## src/source/gpc4t_params.svh

```systemverilog
// Shared widths, thread count, reset addresses and RV32I opcodes, included by every RTL file
`ifndef GPC4T_PARAMS_SVH
`define GPC4T_PARAMS_SVH

// Datapath and thread geometry
`define GPC_XLEN            32
`define GPC_THREADS         4
`define GPC_REG_PTR_W       5

// Thread t starts at RESET_PC + t * THREAD_STRIDE
`define GPC_RESET_PC        32'h0000_0000
`define GPC_THREAD_STRIDE   32'h0000_0400

// RV32I major opcodes, inst[6:0]
`define GPC_OP_LUI          7'b0110111
`define GPC_OP_AUIPC        7'b0010111
`define GPC_OP_JAL          7'b1101111
`define GPC_OP_JALR         7'b1100111
`define GPC_OP_BRANCH       7'b1100011
`define GPC_OP_LOAD         7'b0000011
`define GPC_OP_STORE        7'b0100011
`define GPC_OP_OPIMM        7'b0010011
`define GPC_OP_OP           7'b0110011

`endif
```

## src/source/gpc4t_pkg.sv

```systemverilog
// Types shared by the barrel core modules, imported with a wildcard in each module header
`include "gpc4t_params.svh"

package gpc4t_pkg;

    typedef logic [`GPC_XLEN-1:0]      tWord;      // Data word
    typedef logic [`GPC_XLEN-1:0]      tAddr;      // Byte address
    typedef logic [`GPC_REG_PTR_W-1:0] tRegPtr;    // Register index
    typedef logic [`GPC_THREADS-1:0]   tThreadOh;  // One-hot thread mask

    // ALU op is {funct7[5], funct3}
    typedef enum logic [3:0] {
        AluAdd  = 4'b0000,
        AluSub  = 4'b1000,
        AluSll  = 4'b0001,
        AluSlt  = 4'b0010,
        AluSltu = 4'b0011,
        AluXor  = 4'b0100,
        AluSrl  = 4'b0101,
        AluSra  = 4'b1101,
        AluOr   = 4'b0110,
        AluAnd  = 4'b0111
    } tAluOp;

    // Decoder output, registered into Q102H
    typedef struct packed {
        tAluOp      aluOp;
        logic       jal;
        logic       jalr;
        logic       branch;
        logic       iTypeImm;   // OP-IMM, load, JALR
        logic       lui;
        logic       auiPc;
        logic       store;
        logic       memRd;
        logic       memWr;
        logic       memToReg;
        logic       pcToReg;    // Link value to rd
        logic       regWr;
        logic [2:0] funct3;     // Branch condition select
        tRegPtr     rdPtr;
        tWord       immI;
        tWord       immS;
        tWord       immB;
        tWord       immU;
        tWord       immJ;
    } tDecoded;

    // Q102H operands
    typedef struct packed {
        tAddr    pc;
        tWord    rs1Data;
        tWord    rs2Data;
        tDecoded dec;
    } tExecIn;

    // Data memory request, Q103H
    typedef struct packed {
        logic memRd;
        logic memWr;
        tAddr addr;
        tWord wrData;
    } tDataReq;

    // Register file write, Q104H
    typedef struct packed {
        logic     regWr;
        tThreadOh thread;
        tRegPtr   rdPtr;
        tWord     data;
    } tWriteBack;

endpackage

```

## src/source/instDecoder.sv

```systemverilog
// Q101H decoder, splits the fetched word into register fields, immediates and control flags
`timescale 1ns/10ps
`include "gpc4t_params.svh"

module instDecoder
    import gpc4t_pkg::*;
(
    input  tWord    inst,
    output tDecoded decoded,
    output tRegPtr  rs1Ptr,
    output tRegPtr  rs2Ptr
);

    logic [6:0] opcode;
    logic [2:0] funct3;
    logic       funct7b5;    // SUB and SRA select
    logic       isOp;
    logic       isOpImm;
    logic       isShiftImm;  // SLLI, SRLI, SRAI

    ////////////////////////////////////////////////////////////////////////////
    // Field breakdown
    ////////////////////////////////////////////////////////////////////////////
    assign opcode   = inst[6:0];
    assign funct3   = inst[14:12];
    assign funct7b5 = inst[30];
    assign rs1Ptr   = inst[19:15];  // R/I/S/B
    assign rs2Ptr   = inst[24:20];  // R/S/B

    assign isOp       = (opcode == `GPC_OP_OP);
    assign isOpImm    = (opcode == `GPC_OP_OPIMM);
    assign isShiftImm = isOpImm && (funct3[1:0] == 2'b01);

    ////////////////////////////////////////////////////////////////////////////
    // Immediates and controls
    ////////////////////////////////////////////////////////////////////////////
    always_comb begin
        // Sign-extended immediates, all formats built every cycle
        decoded.immI = {{20{inst[31]}}, inst[31:20]};
        decoded.immS = {{20{inst[31]}}, inst[31:25], inst[11:7]};
        decoded.immB = {{20{inst[31]}}, inst[7], inst[30:25], inst[11:8], 1'b0};
        decoded.immU = {inst[31:12], 12'b0};
        decoded.immJ = {{12{inst[31]}}, inst[19:12], inst[20], inst[30:21], 1'b0};

        decoded.funct3 = funct3;
        decoded.rdPtr  = inst[11:7];

        // Opcode class flags
        decoded.jal      = (opcode == `GPC_OP_JAL);
        decoded.jalr     = (opcode == `GPC_OP_JALR);
        decoded.branch   = (opcode == `GPC_OP_BRANCH);
        decoded.lui      = (opcode == `GPC_OP_LUI);
        decoded.auiPc    = (opcode == `GPC_OP_AUIPC);
        decoded.store    = (opcode == `GPC_OP_STORE);
        decoded.memRd    = (opcode == `GPC_OP_LOAD);   // Word loads only
        decoded.memWr    = (opcode == `GPC_OP_STORE);  // Word stores only
        decoded.memToReg = (opcode == `GPC_OP_LOAD);
        decoded.pcToReg  = decoded.jal || decoded.jalr;
        decoded.iTypeImm = isOpImm || decoded.memRd || decoded.jalr;
        decoded.regWr    = !(decoded.store || decoded.branch);

        // ALU op from funct3, funct7[5] only where it selects SUB/SRA
        if (isOp || isShiftImm) begin
            decoded.aluOp = tAluOp'({funct7b5, funct3});
        end else if (isOpImm) begin
            decoded.aluOp = tAluOp'({1'b0, funct3});  // ADDI with bit 30 set stays ADD
        end else begin
            decoded.aluOp = AluAdd;  // Address and LUI/AUIPC sums
        end
    end

endmodule

```

## config.mk

```make
export PLATFORM = sky130hd
export DESIGN_NAME = instDecoder
export DESIGN_NICKNAME = d
export VERILOG_FILES = /design/src/source/gpc4t_pkg.sv /design/src/source/instDecoder.sv
export VERILOG_INCLUDE_DIRS = /design/src /design/src/source
export SDC_FILE = /design/constraint.sdc
export NUM_CORES = 1
export LEC_CHECK = 0
export BUFFER_PORTS_ARGS = -buffer_cell sky130_fd_sc_hd__buf_4
export CAP_MARGIN = 10
export CORE_AREA = 2 2 87 89
export DETAILED_ROUTE_END_ITERATION = 7
export DIE_AREA = 0 0 89 91
export PLACE_DENSITY_LB_ADDON = 0.3
export SETUP_SLACK_MARGIN = 0.3
export SYNTH_ARGS = -nofsm -noshare
export SYNTH_HDL_FRONTEND = slang
export SYNTH_SLANG_ARGS = --single-unit
```

## constraint.sdc

```tcl
create_clock -name vclk -period 0.83
set_input_delay 0.083 -clock vclk [all_inputs]
set_output_delay 0.083 -clock vclk [all_outputs]
set_load 0.005 [all_outputs]
```

==> impl_metrics.py, run 1 <==
metrics = {
    "floorplanning": {
        "die_area_mm2": 0.00810,
        "io_pins": 226,
        "rows": 31,
        "die_y_um": 91,
        "core_area_mm2": 0.00714,
        "start_util_pct": 21.4,
        "die_w_um": 89,
    },
    "final_layout": {
        "seqCellArea_um2": 0,
        "synthToLayoutAreaGrowth_pct": -46.0,
        "seq_cell_count": 0,
        "fill_cells": 835,
        "drive_above_1_share_pct": 70.9,
        "stdcell_count": 185,
        "final_nets": 120,
        "multiInputGateArea_um2": 289,
        "clockBufferCount": 0,
        "final_core_util_pct": 11.6,
        "n_antenna_cell": 0,
    },
    "flow_run": {
        "drv_cap": 0,
    },
    "route": {
        "vias": 537,
        "drcViolationCount": 0,
        "avgRoutedWirePerCell_um": 11.0,
        "viasPerCell": 2.90,
        "drt_wl_total_um": 2030,
        "dr.pass1.iters": 2,
        "drtIter0Drc": 2,
        "antenna_left": 0,
    },
    "worst_setup_path": {
        "critPathBufInv": 2,
        "critPathArrivalTime_ns": 0.84,
        "critPathRequiredTime_ns": 0.75,
        "slowest_delay_ns": 0.38,
        "cp_slowest_cell": "or3_4",
        "critPathMaxFanout": 5,
        "endpoint_kind": "primary output",
        "critical_path_class": "primary input to primary output",
        "crit_family": "simple AND/OR/NAND/NOR gates",
        "cp_cell_sequence": "buf_8 -> or3_4 -> a21oi_2 -> buf_4",
        "start_kind": "primary input",
    },
    "sta": {
        "tns_ns": -0.566,
        "finalSetupViolCount": 12,
        "hold_viol": 0,
        "grt_setup_unrepaired": "yes",
        "timing.final.crit_share_pct": 111,
        "worst_slack_ns": -0.0930,
        "fmax_ghz": 1.08,
        "slew_violations": 0,
        "layout_min_cycle_time_ns": 0.923,
    },
    "synthesis": {
        "syn-cell-area_mm2": 0.00153,
        "synth_xor_area_share_pct": 0,
        "synth_compound_area_share_pct": 1.06,
        "syn_avg_cell_area_um2": 7.42,
        "synth_largest_area_cell": "buf_4",
        "synth_most_common_cell": "buf_4",
        "yosys.area_share.simple_pct": 9.74,
        "yosys.area_share.adder_pct": 0,
        "synthTopCellsByCount": "180 x buf_4, 3 x and3_1",
        "synthCells": 206,
        "ys_seq_area_share_pct": 0,
        "yosysTopAreaCellShare_pct": 88.4,
        "yosysWarnings": 0,
        "synth_top_family_by_area": "buffers and inverters",
        "synthTopCellsByArea": "buf_4 88%, and4b_2 1.5%, and4_2 1.3%",
        "ys_types": 21,
        "muxShareOfSynthArea_pct": 0,
    },
    "power_and_ir_drop": {
        "p_leak_nw": 0.394,
        "cellPowerDensity_mw_per_mm2": 301,
        "p_total_mw": 0.248,
        "irDropWorstVdd_mv": 0.0346,
    },
    "grt": {
        "grt_max_degree": 76,
        "grt_pass1_vias": 483,
        "antenna_found_initial": 0,
        "grt_use_total_pct": 3.97,
        "grt_pass1_wl_um": 2640,
        "grt_overflow_total": 0,
    },
    "status": {
        "run_status": "finished with violations",
        "violations": "negative setup slack",
    },
    "placement": {
        "dpl.cell_count": 184,
        "portBuffers": 41,
        "routabilityCongestion": 0.649,
        "dp_slack_ns": -0.174,
        "dp_hpwl_um": 1530,
    },
    "worst_hold_path": {
        "hp-class": "primary input to primary output",
    },
    "clock_tree": {
        "cts_setup_buffers": 0,
    },
}
==> per-layer routing <==
layer	up-vias	global-route usage (%)	part of all wire, %
met5	-	0	0
met3	14	3.91	30
li1	212	-	-
met2	113	7.15	45
met4	0	2.24	5.2
met1	198	2.29	20
==> worst paths after layout <==
check                start           end  slack [ns]  cells past startpoint
setup / recovery   inst[2]  decoded[176]       -0.09                      4
hold / removal    inst[20]  decoded[128]        0.17                      0
==> metrics by stage <==
stage | hold WS, ns | cell area, um^2
2_1_floorplan | 0.190 | 1610
3_3_place_gp | 0.166 | 723
3_5_place_dp | 0.166 | 723
4_1_cts | 0.166 | 808
5_1_grt | 0.166 | 826
6_report | 0.166 | 826
==> what timing repair did <==
action                                  4_1_cts  5_1_grt
endpoints found under the setup margin       19       16
cloned                                        1        0
pin swaps                                    12        5
resized for setup                            20        5
hold buffers                                  0        0
==> placed cells by master (no fill, tap or decap), types with 2 or more instances in the layout <==
cell type	netlist	layout
nor3_2	0	2
buf_4	180	35
buf_6	0	9
conb_1	1	14
buf_8	0	3
and3b_2	0	2
and4_4	0	2
and3_1	3	3
and4b_2	2	2
==> final cells by class <==
class                      instances  share of cell area, %
tap                               99                   15.0
timing repair buffer              47                   49.5
multi-input combinational         38                   35.0
inverter                           1                  0.455
==> kinds of logic (layout without fill, tap and decap cells) <==
logic type,Yosys count,count (layout)
and+or+nand+nor,21,22
AOI/OAI and AO/OA,2,2
buffers and inverters,182,48
other,1,14
==> report_power, final <==
group          internal (mW)  switching (mW)  leakage (nW)  total (mW)
logic                  0.141           0.108         0.394       0.248
registers                  0               0             0           0
clock network              0               0             0           0
total                  0.141           0.108         0.394       0.248
No activity file was read; power rests on OpenSTA's default activity.
==> run 2: changes to the inputs <==
Clock period 0.83 ns to 0.8 ns, I/O delays scaled along.
==> impl_metrics.py, run 2 (synthesis results as in run 1) <==
metrics = {
    "sta": {
        "hold_slack_ns": 0.160,
        "grt_setup_unrepaired": "yes",
        "layout_min_cycle_time_ns": 0.952,
        "fmax_ghz": 1.05,
        "timing.final.crit_share_pct": 119,
        "slew_violations": 0,
        "tns_ns": -1.49,
        "finalSetupViolCount": 15,
        "hold_viol": 0,
        "worst_slack_ns": -0.152,
    },
    "worst_setup_path": {
        "critical_path_class": "primary input to primary output",
        "critPathMaxFanout": 3,
        "critPathRequiredTime_ns": 0.72,
        "start_kind": "primary input",
        "slowest_delay_ns": 0.25,
        "critPathArrivalTime_ns": 0.87,
        "cp_slowest_cell": "and3b_2",
        "cp_cell_sequence": "buf_6 -> and3b_2 -> buf_6 -> and4b_2 -> buf_6",
        "endpoint_kind": "primary output",
        "cp_common_cell": "buf_6",
    },
    "route": {
        "drt_wl_total_um": 1790,
        "dr.pass1.iters": 4,
        "vias": 538,
        "antenna_left": 0,
        "drtIter0Drc": 1,
        "viasPerCell": 2.85,
        "avgRoutedWirePerCell_um": 9.46,
        "drcViolationCount": 0,
    },
    "final_layout": {
        "final_core_util_pct": 12.3,
        "seqCellArea_um2": 0,
        "n_antenna_cell": 0,
        "stdcell_count": 189,
        "seq_cell_count": 0,
        "final_common_cell": "buf_4",
        "synthToLayoutAreaGrowth_pct": -42.6,
        "layout_common_cells": "36 x buf_4, 14 x conb_1, 14 x buf_6, 3 x and3_4",
        "clockBufferCount": 0,
        "final_nets": 124,
        "drive_above_1_share_pct": 76.7,
    },
    "status": {
        "violations": "negative setup slack",
        "run_status": "finished with violations",
    },
    "floorplanning": {
        "rows": 31,
        "start_util_pct": 21.4,
        "io_pins": 226,
        "die_y_um": 91,
        "die_area_mm2": 0.00810,
        "core_area_mm2": 0.00714,
        "die_w_um": 89,
    },
    "placement": {
        "dpl.cell_count": 187,
        "routabilityCongestion": 0.651,
        "dp_hpwl_um": 1410,
        "portBuffers": 41,
    },
    "power_and_ir_drop": {
        "pwr-share-clk_pct": 0,
        "p_leak_nw": 0.405,
        "p_total_mw": 0.263,
        "swShare_pct": 41.5,
        "cellPowerDensity_mw_per_mm2": 299,
        "power_frac_seq_pct": 0,
        "p_int_mw": 0.153,
        "p_sw_mw": 0.109,
        "irDropWorstVdd_mv": 0.0416,
        "p_comb_share_pct": 100.0,
    },
    "grt": {
        "grt_overflow_total": 0,
        "grt_pass1_wl_um": 2260,
        "grt_util_met2_pct": 7.21,
        "grt_use_total_pct": 3.24,
        "gr-max-usage-layer": "met2",
        "grt_max_degree": 76,
        "antenna_found_initial": 0,
        "grt_pass1_vias": 462,
        "grtUsageMet1_pct": 1.47,
        "met3_usage_pct": 2.64,
    },
    "worst_hold_path": {
        "hp-class": "primary input to primary output",
    },
    "flow_run": {
        "drv_cap": 0,
    },
    "clock_tree": {
        "postCtsHoldBufs": 0,
    },
}
-- run 2: cell count changes in the layout (fill, tap and decap cells not counted) --
cell and change:
buf_6 +5, and3b_2 -1, nor2_1 -1, and3_1 -3
and3_4 +3, nor2_4 -1, nor2_2 +2, buf_4 +1
buf_8 -1
-- run 2: worst max-delay path, delay by kind of cell --
kind	cells	cell delay, ns
and+or+nand+nor	2	0.49
buffers and inverters	3	0.29
-- run 2: worst paths after layout --
path                  startpoint           end  cells after the start
worst max-delay path     inst[3]  decoded[171]                      5
worst min-delay path    inst[17]     rs1Ptr[2]                      0
-- run 2: metal layers --
| metal | part of all wire [%] | vias up |
|---|---|---|
| li1 | - | 216 |
| met1 | 18 | 201 |
| met2 | 51 | 114 |
| met3 | 28 | 7 |
| met4 | 1.8 | 0 |
| met5 | 0 | - |
-- run 2: per-stage QoR --
stage	setup slack (ns)	instance area, um^2
floorplan	-0.0150	1610
global placement	-0.180	746
detailed placement	-0.161	746
CTS	-0.139	808
global route	-0.189	877
finish	-0.152	877
-- run 2: final cells by class --
class                           count  area [um^2]
Timing Repair Buffer               52          458
Fill cell                         814         6260
Inverter                            1         3.75
Multi-Input combinational cell     37          292
Tap cell                           99          124
-- run 2: repair_timing --
action                                  4_1_cts  5_1_grt
setup buffers                                 2        0
pin swaps                                     6        5
gates resized for setup                      12       18
endpoints found under the setup margin       16       16
hold endpoints to repair                      0        0
-- run 2: power groups by stage --
stage | Clock, mW | Sequential [mW] | Combinational, mW
after detailed placement | 0 | 0 | 0.221
after global routing | 0 | 0 | 0.290
after global placement | 0 | 0 | 0.221
final | 0 | 0 | 0.263
after floorplan | 0 | 0 | 0.767
after CTS | 0 | 0 | 0.245
