<file path="src/source/gpc4t_params.svh">
// Shared widths, thread count, reset addresses and RV32I opcodes, included by every RTL file
`ifndef GPC4T_PARAMS_SVH
`define GPC4T_PARAMS_SVH

// Datapath and thread geometry
`define GPC_XLEN            32
`define GPC_THREADS         4
`define GPC_REG_PTR_W       5

// Thread t starts at RESET_PC + t * THREAD_STRIDE
`define GPC_RESET_PC        32'h0000_0000
`define GPC_THREAD_STRIDE   32'h0000_0400

// RV32I major opcodes, inst[6:0]
`define GPC_OP_LUI          7'b0110111
`define GPC_OP_AUIPC        7'b0010111
`define GPC_OP_JAL          7'b1101111
`define GPC_OP_JALR         7'b1100111
`define GPC_OP_BRANCH       7'b1100011
`define GPC_OP_LOAD         7'b0000011
`define GPC_OP_STORE        7'b0100011
`define GPC_OP_OPIMM        7'b0010011
`define GPC_OP_OP           7'b0110011

`endif
</file>
<file path="src/source/gpc4t_pkg.sv">
// Types shared by the barrel core modules, imported with a wildcard in each module header
`include "gpc4t_params.svh"

package gpc4t_pkg;

    typedef logic [`GPC_XLEN-1:0]      tWord;      // Data word
    typedef logic [`GPC_XLEN-1:0]      tAddr;      // Byte address
    typedef logic [`GPC_REG_PTR_W-1:0] tRegPtr;    // Register index
    typedef logic [`GPC_THREADS-1:0]   tThreadOh;  // One-hot thread mask

    // ALU op is {funct7[5], funct3}
    typedef enum logic [3:0] {
        AluAdd  = 4'b0000,
        AluSub  = 4'b1000,
        AluSll  = 4'b0001,
        AluSlt  = 4'b0010,
        AluSltu = 4'b0011,
        AluXor  = 4'b0100,
        AluSrl  = 4'b0101,
        AluSra  = 4'b1101,
        AluOr   = 4'b0110,
        AluAnd  = 4'b0111
    } tAluOp;

    // Decoder output, registered into Q102H
    typedef struct packed {
        tAluOp      aluOp;
        logic       jal;
        logic       jalr;
        logic       branch;
        logic       iTypeImm;   // OP-IMM, load, JALR
        logic       lui;
        logic       auiPc;
        logic       store;
        logic       memRd;
        logic       memWr;
        logic       memToReg;
        logic       pcToReg;    // Link value to rd
        logic       regWr;
        logic [2:0] funct3;     // Branch condition select
        tRegPtr     rdPtr;
        tWord       immI;
        tWord       immS;
        tWord       immB;
        tWord       immU;
        tWord       immJ;
    } tDecoded;

    // Q102H operands
    typedef struct packed {
        tAddr    pc;
        tWord    rs1Data;
        tWord    rs2Data;
        tDecoded dec;
    } tExecIn;

    // Data memory request, Q103H
    typedef struct packed {
        logic memRd;
        logic memWr;
        tAddr addr;
        tWord wrData;
    } tDataReq;

    // Register file write, Q104H
    typedef struct packed {
        logic     regWr;
        tThreadOh thread;
        tRegPtr   rdPtr;
        tWord     data;
    } tWriteBack;

endpackage

</file>
<file path="src/source/pcBank.sv">
// Per-thread program counters, loaded from execute at Q102H and muxed out for fetch at Q100H
`timescale 1ns/10ps
`include "gpc4t_params.svh"

module pcBank
    import gpc4t_pkg::*;
(
    input  logic     QClk,
    input  logic     reset,
    input  tThreadOh threadQ100H,  // Fetching thread
    input  tThreadOh threadQ102H,  // Thread whose next PC is ready, valid-gated
    input  tAddr     nextPc,
    output tAddr     pc
);

    tAddr pcReg [`GPC_THREADS];

    // Each thread has its own start address
    always_ff @(posedge QClk) begin
        for (int t = 0; t < `GPC_THREADS; t++) begin
            if (reset) begin
                pcReg[t] <= tAddr'(`GPC_RESET_PC) + tAddr'(t) * tAddr'(`GPC_THREAD_STRIDE);
            end else if (threadQ102H[t]) begin
                pcReg[t] <= nextPc;  // Lands at end of Q102H
            end
        end
    end

    // AND-OR mux on the one-hot slot
    always_comb begin
        pc = '0;
        for (int t = 0; t < `GPC_THREADS; t++) begin
            pc = pc | ({`GPC_XLEN{threadQ100H[t]}} & pcReg[t]);
        end
    end

endmodule

</file>
<file path="config.mk">
export PLATFORM = sky130hd
export DESIGN_NAME = pcBank
export DESIGN_NICKNAME = d
export VERILOG_FILES = /design/src/source/gpc4t_pkg.sv /design/src/source/pcBank.sv
export VERILOG_INCLUDE_DIRS = /design/src /design/src/source
export SDC_FILE = /design/constraint.sdc
export NUM_CORES = 1
export LEC_CHECK = 0
export BUFFER_PORTS_ARGS = -buffer_cell sky130_fd_sc_hd__buf_4
export CAP_MARGIN = 20
export CELL_PAD_IN_SITES_DETAIL_PLACEMENT = 1
export CELL_PAD_IN_SITES_GLOBAL_PLACEMENT = 1
export CORE_UTILIZATION = 39
export DETAILED_ROUTE_END_ITERATION = 10
export PLACE_DENSITY = 0.68
export SLEW_MARGIN = 20
export SYNTH_ARGS = -nofsm -noshare
export SYNTH_HDL_FRONTEND = slang
export SYNTH_SLANG_ARGS = --single-unit
</file>
<file path="constraint.sdc">
create_clock -name QClk -period 2.6 [get_ports QClk]
set_input_delay 0.39 -clock QClk [delete_from_list [all_inputs] [get_ports QClk]]
set_output_delay 0.39 -clock QClk [all_outputs]
set_load 0.01 [all_outputs]
</file>
==> impl_metrics.toml, run 1 <==
[clock_network]
postCtsHoldBufs = 0
cts_tree = "done"
clock_tree.buffer_depth = 2
clk_transition_reported_paths_ns = 0.05
clock_sinks = 128
cts_made_buffers = 17
cts_repair_resize_count = 0
post-cts-setup-buffers = 0
cts_root_buffer = "clkbuf_16"
htree_levels = 4

[synthesis]
synth.cell_area_mm2 = 0.00553
yosys_warning_total = 0
yosysSeqAreaShare = 0.696
postSynthRegisterBits = 128
synth.mux.area_fraction = 0
synth-xor-area-share = 0
post_synth.cell_area_avg_um2 = 14.4
synthSimpleGateAreaFrac = 0.196
synth_top_family_by_area = "simple AND/OR/NAND/NOR gates"
netlist.top_cell.by_area = "edfxtp_1"
netlist_instances = 384
synth_edf_count = 128
post_synth_fa_ha_maj_area_fraction = 0
synth_compound_area_frac = 0.0870
async_reset_ff_frac = 0
synthesis.nets = 426
leading_post_synthesis_cells_by_cell_area = "edfxtp_1 70%, and2_2 10%, a22oi_1 8.7%"
yosys_most_used_dff = "edfxtp_1"
post_synth_most_frequent_cells = "128 x edfxtp_1, 76 x and2_2, 64 x a22oi_1, 48 x and2_1, 32 x nand2_1"
synth.most_common_cell = "edfxtp_1"
yosysUniqueCellTypes = 10
synthDominantCellAreaShare = 0.696

[drt]
number_of_vias_per_cell_after_detailed_routing = 5.19
detailedRoute.firstPassIterationCount = 6
route.detailed.drc = 0
first_iter_violations = 193
wl_per_cell_um = 20.0
wire_length_reported_by_the_detailed_router_um = 13000
vias = 3375
detail-route-antenna-nets = 0

[critical_path]
critPathRequiredTime_ns = 2.21
critPathCaptureType = "output port"
critPathBufInv = 1
start_kind = "flop"
critical-path-max-stage-delay_ns = 0.37
path_class = "flop to output port"
cp_slowest_cell = "edfxtp_1"
worstPathArrival_ns = 1.35
worstPathCellList = "a22oi_1, nand2_1, buf_4"
crit_fanout = 1
timing.critical_path.max_delay_family = "flip-flops"

[floorplan]
core_mm2 = 0.0138
floorplan.die_area_mm2 = 0.0146
floorplan.initialDensity = 0.400
die_y_um = 121
io_pins = 74
rows = 43
fp.dieW_um = 121

[final_layout]
post-route-util = 0.488
biggestRegsByFlops = "pcReg: 128 flops"
area.growth.synth_to_final_pct = 22.2
largest-register = "pcReg"
largest_reg_flops = 128
layout-drive-gt1-share = 0.391
n_antenna_cell = 0
nNetsFinal = 499

[global_route]
grt_pass1_vias = 3689
global_route_wire_length_before_repair_um = 20300
grtUsageTotal = 0.196
grt.overflow.total = 0
antenna_found_initial = 0
grt_max_degree = 33

[sta]
finalSetupViolations = 0
timing_hold_violations_final = 0
finalMaxSlewViolations = 0
time_the_worst_path_needs_with_i_o_delays_and_setup_ns = 1.74
whs_ns = 0.277
rsz0062_at_grt = "false"
timing_worst_slew_pin_value_ns = 0.969
slew_headroom = 0.354
timing.fmax_ghz = 0.575
setup_total_negative_slack_ns = 0
period_share = 0.668

[pwr]
power_uw = 5220
powerDensity_mw_per_mm2 = 772
power.share.combinational = 0.097
power.internal_uw = 4070
seq_pwr_share = 0.480
leakage_uw = 0.00270
clkPwrFrac = 0.423
power_switching_share = 0.219
vdd.ir_drop.worst_v = 0.000475
power_switching_uw = 1140

[status]
outcome = "finished, final reports clean"

[run]
cap_viol_max_count = 0

[placement]
place_hpwl_um = 7540
numPortBuffers = 73
gp_routability_congestion = 0.677

[min_path]
worst_hold_path_type = "primary input to flop"
## per-stage QoR
stage,cell area (µm²),setup WS (ns),cells
after global routing,6750,0.825,650
after floorplan,5530,1.37,384
after global placement,6220,0.897,618
final,6750,0.862,650
after detailed placement,6220,0.854,618
after CTS,6750,0.844,650
## layer usage
metal	vias to the layer above	track usage	wire (µm)
met5	-	0	0
met4	0	0.0795	198
met3	13	0.0522	532
met2	88	0.343	6950
met1	1726	0.227	5310
li1	1548	-	-
## power by group through the flow
stage	Sequential, µW	Clock (µW)	Combinational [µW]
after detailed placement	2540	0	517
after global placement	2530	0	502
final	2500	2210	506
after CTS	2500	2240	520
after floorplan	2520	0	262
after global routing	2520	2320	558
## layout make-up
class / instances / area, µm²
Fill cell: 1375 / 7070
Sequential cell: 128 / 3840
Multi-Input combinational cell: 232 / 1560
Timing Repair Buffer: 78 / 586
Clock buffer: 22 / 444
Tap cell: 180 / 225
Clock inverter: 10 / 93.8
## worst paths after layout
| kind | from | slack [ns] | depth (start not counted) | to |
|---|---|---|---|---|
| worst min-delay path | nextPc[11] | 0.28 | 2 | pcReg[2][11] |
| worst max-delay path | pcReg[2][11] | 0.86 | 3 | pc[11] |
## cell families after synthesis
kind of cell	after synthesis
AND/OR/NAND/NOR	168
flip-flops	128
AO/OA/AOI/OAI	64
buffers and inverters	24
## layout by cell type, fill, tap and decap left out
| cell type | netlist | routed |
|---|---|---|
| edfxtp_1 | 128 | 128 |
| buf_4 | 0 | 78 |
| and2_2 | 76 | 76 |
| a22oi_1 | 64 | 64 |
| and2_1 | 48 | 48 |
| nand2_1 | 32 | 32 |
| clkbuf_16 | 0 | 17 |
| clkinv_1 | 0 | 5 |
| clkbuf_1 | 0 | 5 |
| or2_2 | 4 | 4 |
| nor2b_2 | 4 | 4 |
| or2b_1 | 4 | 4 |
| clkinv_2 | 0 | 3 |
| bufinv_16 | 0 | 2 |
Power figures use the tool's default switching activity.
==> run 2, diff against run 1 <==
==> constraint.sdc (replaced) <==
create_clock -name QClk -period 1.7 [get_ports QClk]
set_input_delay 0.255 -clock QClk [delete_from_list [all_inputs] [get_ports QClk]]
set_output_delay 0.255 -clock QClk [all_outputs]
set_load 0.01 [all_outputs]
==> run 2 against run 1 <==
  * Sequential power is 53% higher
  * Core utilization is 0.054 points higher
  * Sequential share of layout area is 0.063 points lower
  * Via count is 1.0% lower
  * Hold slack worse by 0.15 ns
  * Setup slack worse by 0.69 ns
  * Die area stayed put
  * Final area is 0.11% higher
  * Clock-buffer cell count is 3 lower
  * Total power is 50% higher
  * Critical path type unchanged
==> impl_metrics.toml, run 2 (same netlist as run 1, synthesis figures left out) <==
[status]
outcome = "finished, final reports clean"

[floorplan]
fp.dieW_um = 121
rows = 43
io_pins = 74
die_y_um = 121
floorplan.die_area_mm2 = 0.0146
floorplan.initialDensity = 0.400
core_mm2 = 0.0138

[sta]
period_share = 0.901
rsz0062_at_grt = "false"
time_the_worst_path_needs_with_i_o_delays_and_setup_ns = 1.53
timing_hold_violations_final = 0
timing.fmax_ghz = 0.653
timing_worst_slew_pin_value_ns = 0.979
setup_ws_ns = 0.168
finalMaxSlewViolations = 0
slew_headroom = 0.347
finalSetupViolations = 0
setup_total_negative_slack_ns = 0

[drt]
vias = 3340
detailedRoute.firstPassIterationCount = 6
route.detailed.drc = 0
wl_per_cell_um = 19.7
wire_length_reported_by_the_detailed_router_um = 12800
number_of_vias_per_cell_after_detailed_routing = 5.15
first_iter_violations = 131
detail-route-antenna-nets = 0

[final_layout]
biggestRegsByFlops = "pcReg: 128 flops"
largest_reg_flops = 128
post-route-util = 0.489
nNetsFinal = 499
most-common-layout-cells = "128 x edfxtp_1, 76 x and2_2, 75 x buf_4, 64 x a22oi_1, 48 x and2_1"
final_common_cell = "edfxtp_1"
largest-register = "pcReg"
area.growth.synth_to_final_pct = 22.4
fill_cells = 1361
n_antenna_cell = 0
layout-drive-gt1-share = 0.397

[critical_path]
critPathCaptureType = "output port"
start_kind = "flop"
path_class = "flop to output port"
critical_path_depth = 3
worst_setup_path_endpoint = "pc[30]"
critPathBufInv = 1
cp_slowest_cell = "edfxtp_1"
timing.critical_path.max_delay_family = "flip-flops"
critical-path-max-stage-delay_ns = 0.40
worstPathCellList = "a22oi_1, nand2_1, buf_4"
crit_fanout = 1
worstPathArrival_ns = 1.28
critPathRequiredTime_ns = 1.44
critPathLaunch = "pcReg[2][30]"

[min_path]
worst_hold_path_type = "primary input to flop"
min_from = "nextPc[10]"

[clock_network]
postCtsHoldBufs = 0
cts_tree = "done"
clk_transition_reported_paths_ns = 0.05
cts_made_buffers = 17
cts_root_buffer = "clkbuf_16"
htree_levels = 4
clock_tree.buffer_depth = 2
post-cts-setup-buffers = 0
cts_repair_resize_count = 0
clock_sinks = 128

[placement]
place_hpwl_um = 7270
numPortBuffers = 73
gp_routability_congestion = 0.685
dp_worst_setup_slack_ns = 0.0370

[global_route]
grtUsageTotal = 0.193
grt_max_degree = 33
global_route_wire_length_before_repair_um = 19900
grt_pass1_vias = 3558
grt.overflow.total = 0
antenna_found_initial = 0
gr-usage-met1 = 0.227
grt_use_met2 = 0.325
grt_util_met3 = 0.0437
global_route.peak_usage_layer = "met2"

[pwr]
powerDensity_mw_per_mm2 = 1160
vdd.ir_drop.worst_v = 0.000745
leakage_uw = 0.00271
power_uw = 7820

[run]
cap_viol_max_count = 0
==> run 2: cell types whose count changed in the layout (fill, tap and decap cells not counted) <==
cell	delta
clkinv_1	-1
clkinv_2	+3
buf_4	-3
buf_12	+3
bufinv_16	-1
clkbuf_1	-3
==> run 2: cell type report <==
class	count	area [µm²]	share of cell area
Clock inverter	11	75.1	0.0111
Clock buffer	19	433	0.0640
Timing Repair Buffer	78	623	0.0922
Multi-Input combinational cell	232	1560	0.231
Tap cell	180	225	0.0333
Sequential cell	128	3840	0.568
==> run 2: worst min-delay path by stage <==
stage,slack (ns),cells after the start,end
2_1_floorplan,0.43,1,pcReg[1][10]
5_1_grt,0.13,2,pcReg[0][18]
3_5_place_dp,0.56,2,pcReg[3][11]
3_3_place_gp,0.54,2,pcReg[3][11]
4_1_cts,0.11,2,pcReg[3][11]
6_report,0.13,2,pcReg[3][10]
==> run 2: per-stage QoR <==
step / hold WS [ns] / std cells / cell area [µm²]
2_1_floorplan: 0.427 / 384 / 5530
4_1_cts: 0.111 / 648 / 6760
5_1_grt: 0.127 / 648 / 6760
3_5_place_dp: 0.559 / 618 / 6250
3_3_place_gp: 0.543 / 618 / 6250
6_report: 0.128 / 648 / 6760
==> run 2: layer usage <==
layer | wire length, µm | part of all wire
met2 | 6650 | 0.52
met3 | 573 | 0.045
met4 | 285 | 0.022
met5 | 0 | 0
met1 | 5240 | 0.41
==> run 2: report_power, final <==
| part | internal (µW) | switching (µW) | total (µW) |
|---|---|---|---|
| combinational | 364 | 417 | 780 |
| sequential | 3760 | 75.0 | 3830 |
| clock | 1950 | 1260 | 3200 |
| total | 6070 | 1750 | 7820 |
==> run 3, diff against run 2 <==
--- a/config.mk
+++ b/config.mk
@@ -12,6 +12,7 @@
 export CELL_PAD_IN_SITES_GLOBAL_PLACEMENT = 1
 export CORE_UTILIZATION = 39
 export DETAILED_ROUTE_END_ITERATION = 10
+export MAX_ROUTING_LAYER = met4
 export PLACE_DENSITY = 0.68
 export SLEW_MARGIN = 20
 export SYNTH_ARGS = -nofsm -noshare
==> run 3 against run 2 <==
  * Clock-buffer cell count stayed put
  * Combinational power hardly changed
  * Critical path depth stayed put
  * Routed wire length is 0.35% higher
  * Final area stayed put
  * Setup slack better by 0.00092 ns
  * Non-clock buffer count stayed put
  * First-iteration DRC count is 5.3% higher
  * Maximum frequency hardly changed
  * Sequential share of layout area stayed put
  * Die area stayed put
  * Global-route usage is 0.52 points higher
  * Critical path type unchanged
  * Largest power group unchanged
  * Highest routed layer unchanged
==> impl_metrics.toml, run 3 (same netlist as run 1, synthesis figures left out) <==
[status]
outcome = "finished, final reports clean"

[clock_network]
clock_sinks = 128
clk_transition_reported_paths_ns = 0.05
clock_tree.buffer_depth = 2
htree_levels = 4
postCtsHoldBufs = 0
post-cts-setup-buffers = 0
cts_root_buffer = "clkbuf_16"
cts_repair_resize_count = 0
cts_tree = "done"
cts_made_buffers = 17

[drt]
vias = 3331
route.detailed.drc = 0
number_of_vias_per_cell_after_detailed_routing = 5.14
first_iter_violations = 138
wire_length_reported_by_the_detailed_router_um = 12800
detail-route-antenna-nets = 0
detailedRoute.firstPassIterationCount = 4
wl_per_cell_um = 19.8

[placement]
numPortBuffers = 73
placed_cells = 618
place_hpwl_um = 7270
gp_routability_congestion = 0.692

[final_layout]
finalNonFillerCells = 648
area.growth.synth_to_final_pct = 22.4
nNetsFinal = 499
fill_cells = 1361
most-common-layout-cells = "128 x edfxtp_1, 76 x and2_2, 75 x buf_4, 64 x a22oi_1, 48 x and2_1"
biggestRegsByFlops = "pcReg: 128 flops"
layout-drive-gt1-share = 0.397
largest_reg_flops = 128
largest-register = "pcReg"
final_common_cell = "edfxtp_1"
n_antenna_cell = 0

[min_path]
min_from = "nextPc[10]"
worst_hold_path_type = "primary input to flop"
number_of_instances_on_the_worst_hold_path = 2
worstHoldEndpoint = "pcReg[3][10]"

[critical_path]
start_kind = "flop"
cp_slowest_cell = "edfxtp_1"
worstPathCellList = "a22oi_1, nand2_1, buf_4"
crit_fanout = 1
critPathLaunch = "pcReg[2][28]"
critical-path-max-stage-delay_ns = 0.38
worstPathArrival_ns = 1.28
critPathRequiredTime_ns = 1.44
critical_path_depth = 3
path_class = "flop to output port"
timing.critical_path.max_delay_family = "flip-flops"
critPathBufInv = 1
critPathCaptureType = "output port"

[global_route]
global_route_wire_length_before_repair_um = 19900
antenna_found_initial = 0
grt_max_degree = 33
grtUsageTotal = 0.199
grt_pass1_vias = 3553
grt.overflow.total = 0

[floorplan]
rows = 43
die_y_um = 121
fp.dieW_um = 121
io_pins = 74
core_mm2 = 0.0138
floorplan.initialDensity = 0.400
floorplan.die_area_mm2 = 0.0146

[sta]
slew_headroom = 0.352
period_share = 0.901
setup_total_negative_slack_ns = 0
timing_hold_violations_final = 0
time_the_worst_path_needs_with_i_o_delays_and_setup_ns = 1.53
whs_ns = 0.126
finalSetupViolations = 0
timing.fmax_ghz = 0.653
timing_worst_slew_pin_value_ns = 0.972
rsz0062_at_grt = "false"
finalMaxSlewViolations = 0

[run]
cap_viol_max_count = 0

[pwr]
powerDensity_mw_per_mm2 = 1160
vdd.ir_drop.worst_v = 0.000744
leakage_uw = 0.00271
[run 3: cell counts in the layout (fill, tap and decap cells not counted)]
Identical to the previous run, type by type.
[run 3: per-stage QoR]
step | setup WS (ns) | total power, µW | utilization | instance area [µm²]
floorplan | 0.604 | 4260 | - | 5530
global placement | 0.0728 | 4650 | 0.452 | 6250
detailed placement | 0.0370 | 4690 | 0.452 | 6250
CTS | 0.123 | 7900 | 0.489 | 6760
global route | 0.0854 | 8080 | 0.489 | 6760
finish | 0.168 | 7820 | 0.489 | 6760
[run 3: area by class of cell]
| type | instances | area (µm²) | area share |
|---|---|---|---|
| clock buffers | 19 | 433 | 0.0640 |
| clock inverters | 11 | 75.1 | 0.0111 |
| multi-input cells | 232 | 1560 | 0.231 |
| flip-flops and latches | 128 | 3840 | 0.568 |
| well taps | 180 | 225 | 0.0333 |
| repair buffers | 78 | 623 | 0.0922 |
[run 3: routing by layer]
layer,vias up,track usage,share of wire
li1,1545,-,-
met2,71,0.325,0.52
met1,1695,0.227,0.42
met5,-,-,0
met4,0,0.0895,0.021
met3,20,0.0545,0.040
[run 3: how the worst max path moves through the flow]
stage	endpoint	slack [ns]
2_1_floorplan	pcReg[0][0]	0.60
3_3_place_gp	pcReg[2][11]	0.07
3_5_place_dp	pcReg[1][11]	0.04
4_1_cts	pc[28]	0.12
5_1_grt	pc[0]	0.09
6_report	pc[28]	0.17
[run 3: report_power, final]
group	switching (µW)	total (µW)	leakage, µW	internal (µW)
registers	75.0	3830	0.00137	3760
logic	416	780	0.00108	364
clock network	1260	3210	0.000256	1950
total	1750	7820	0.00271	6070
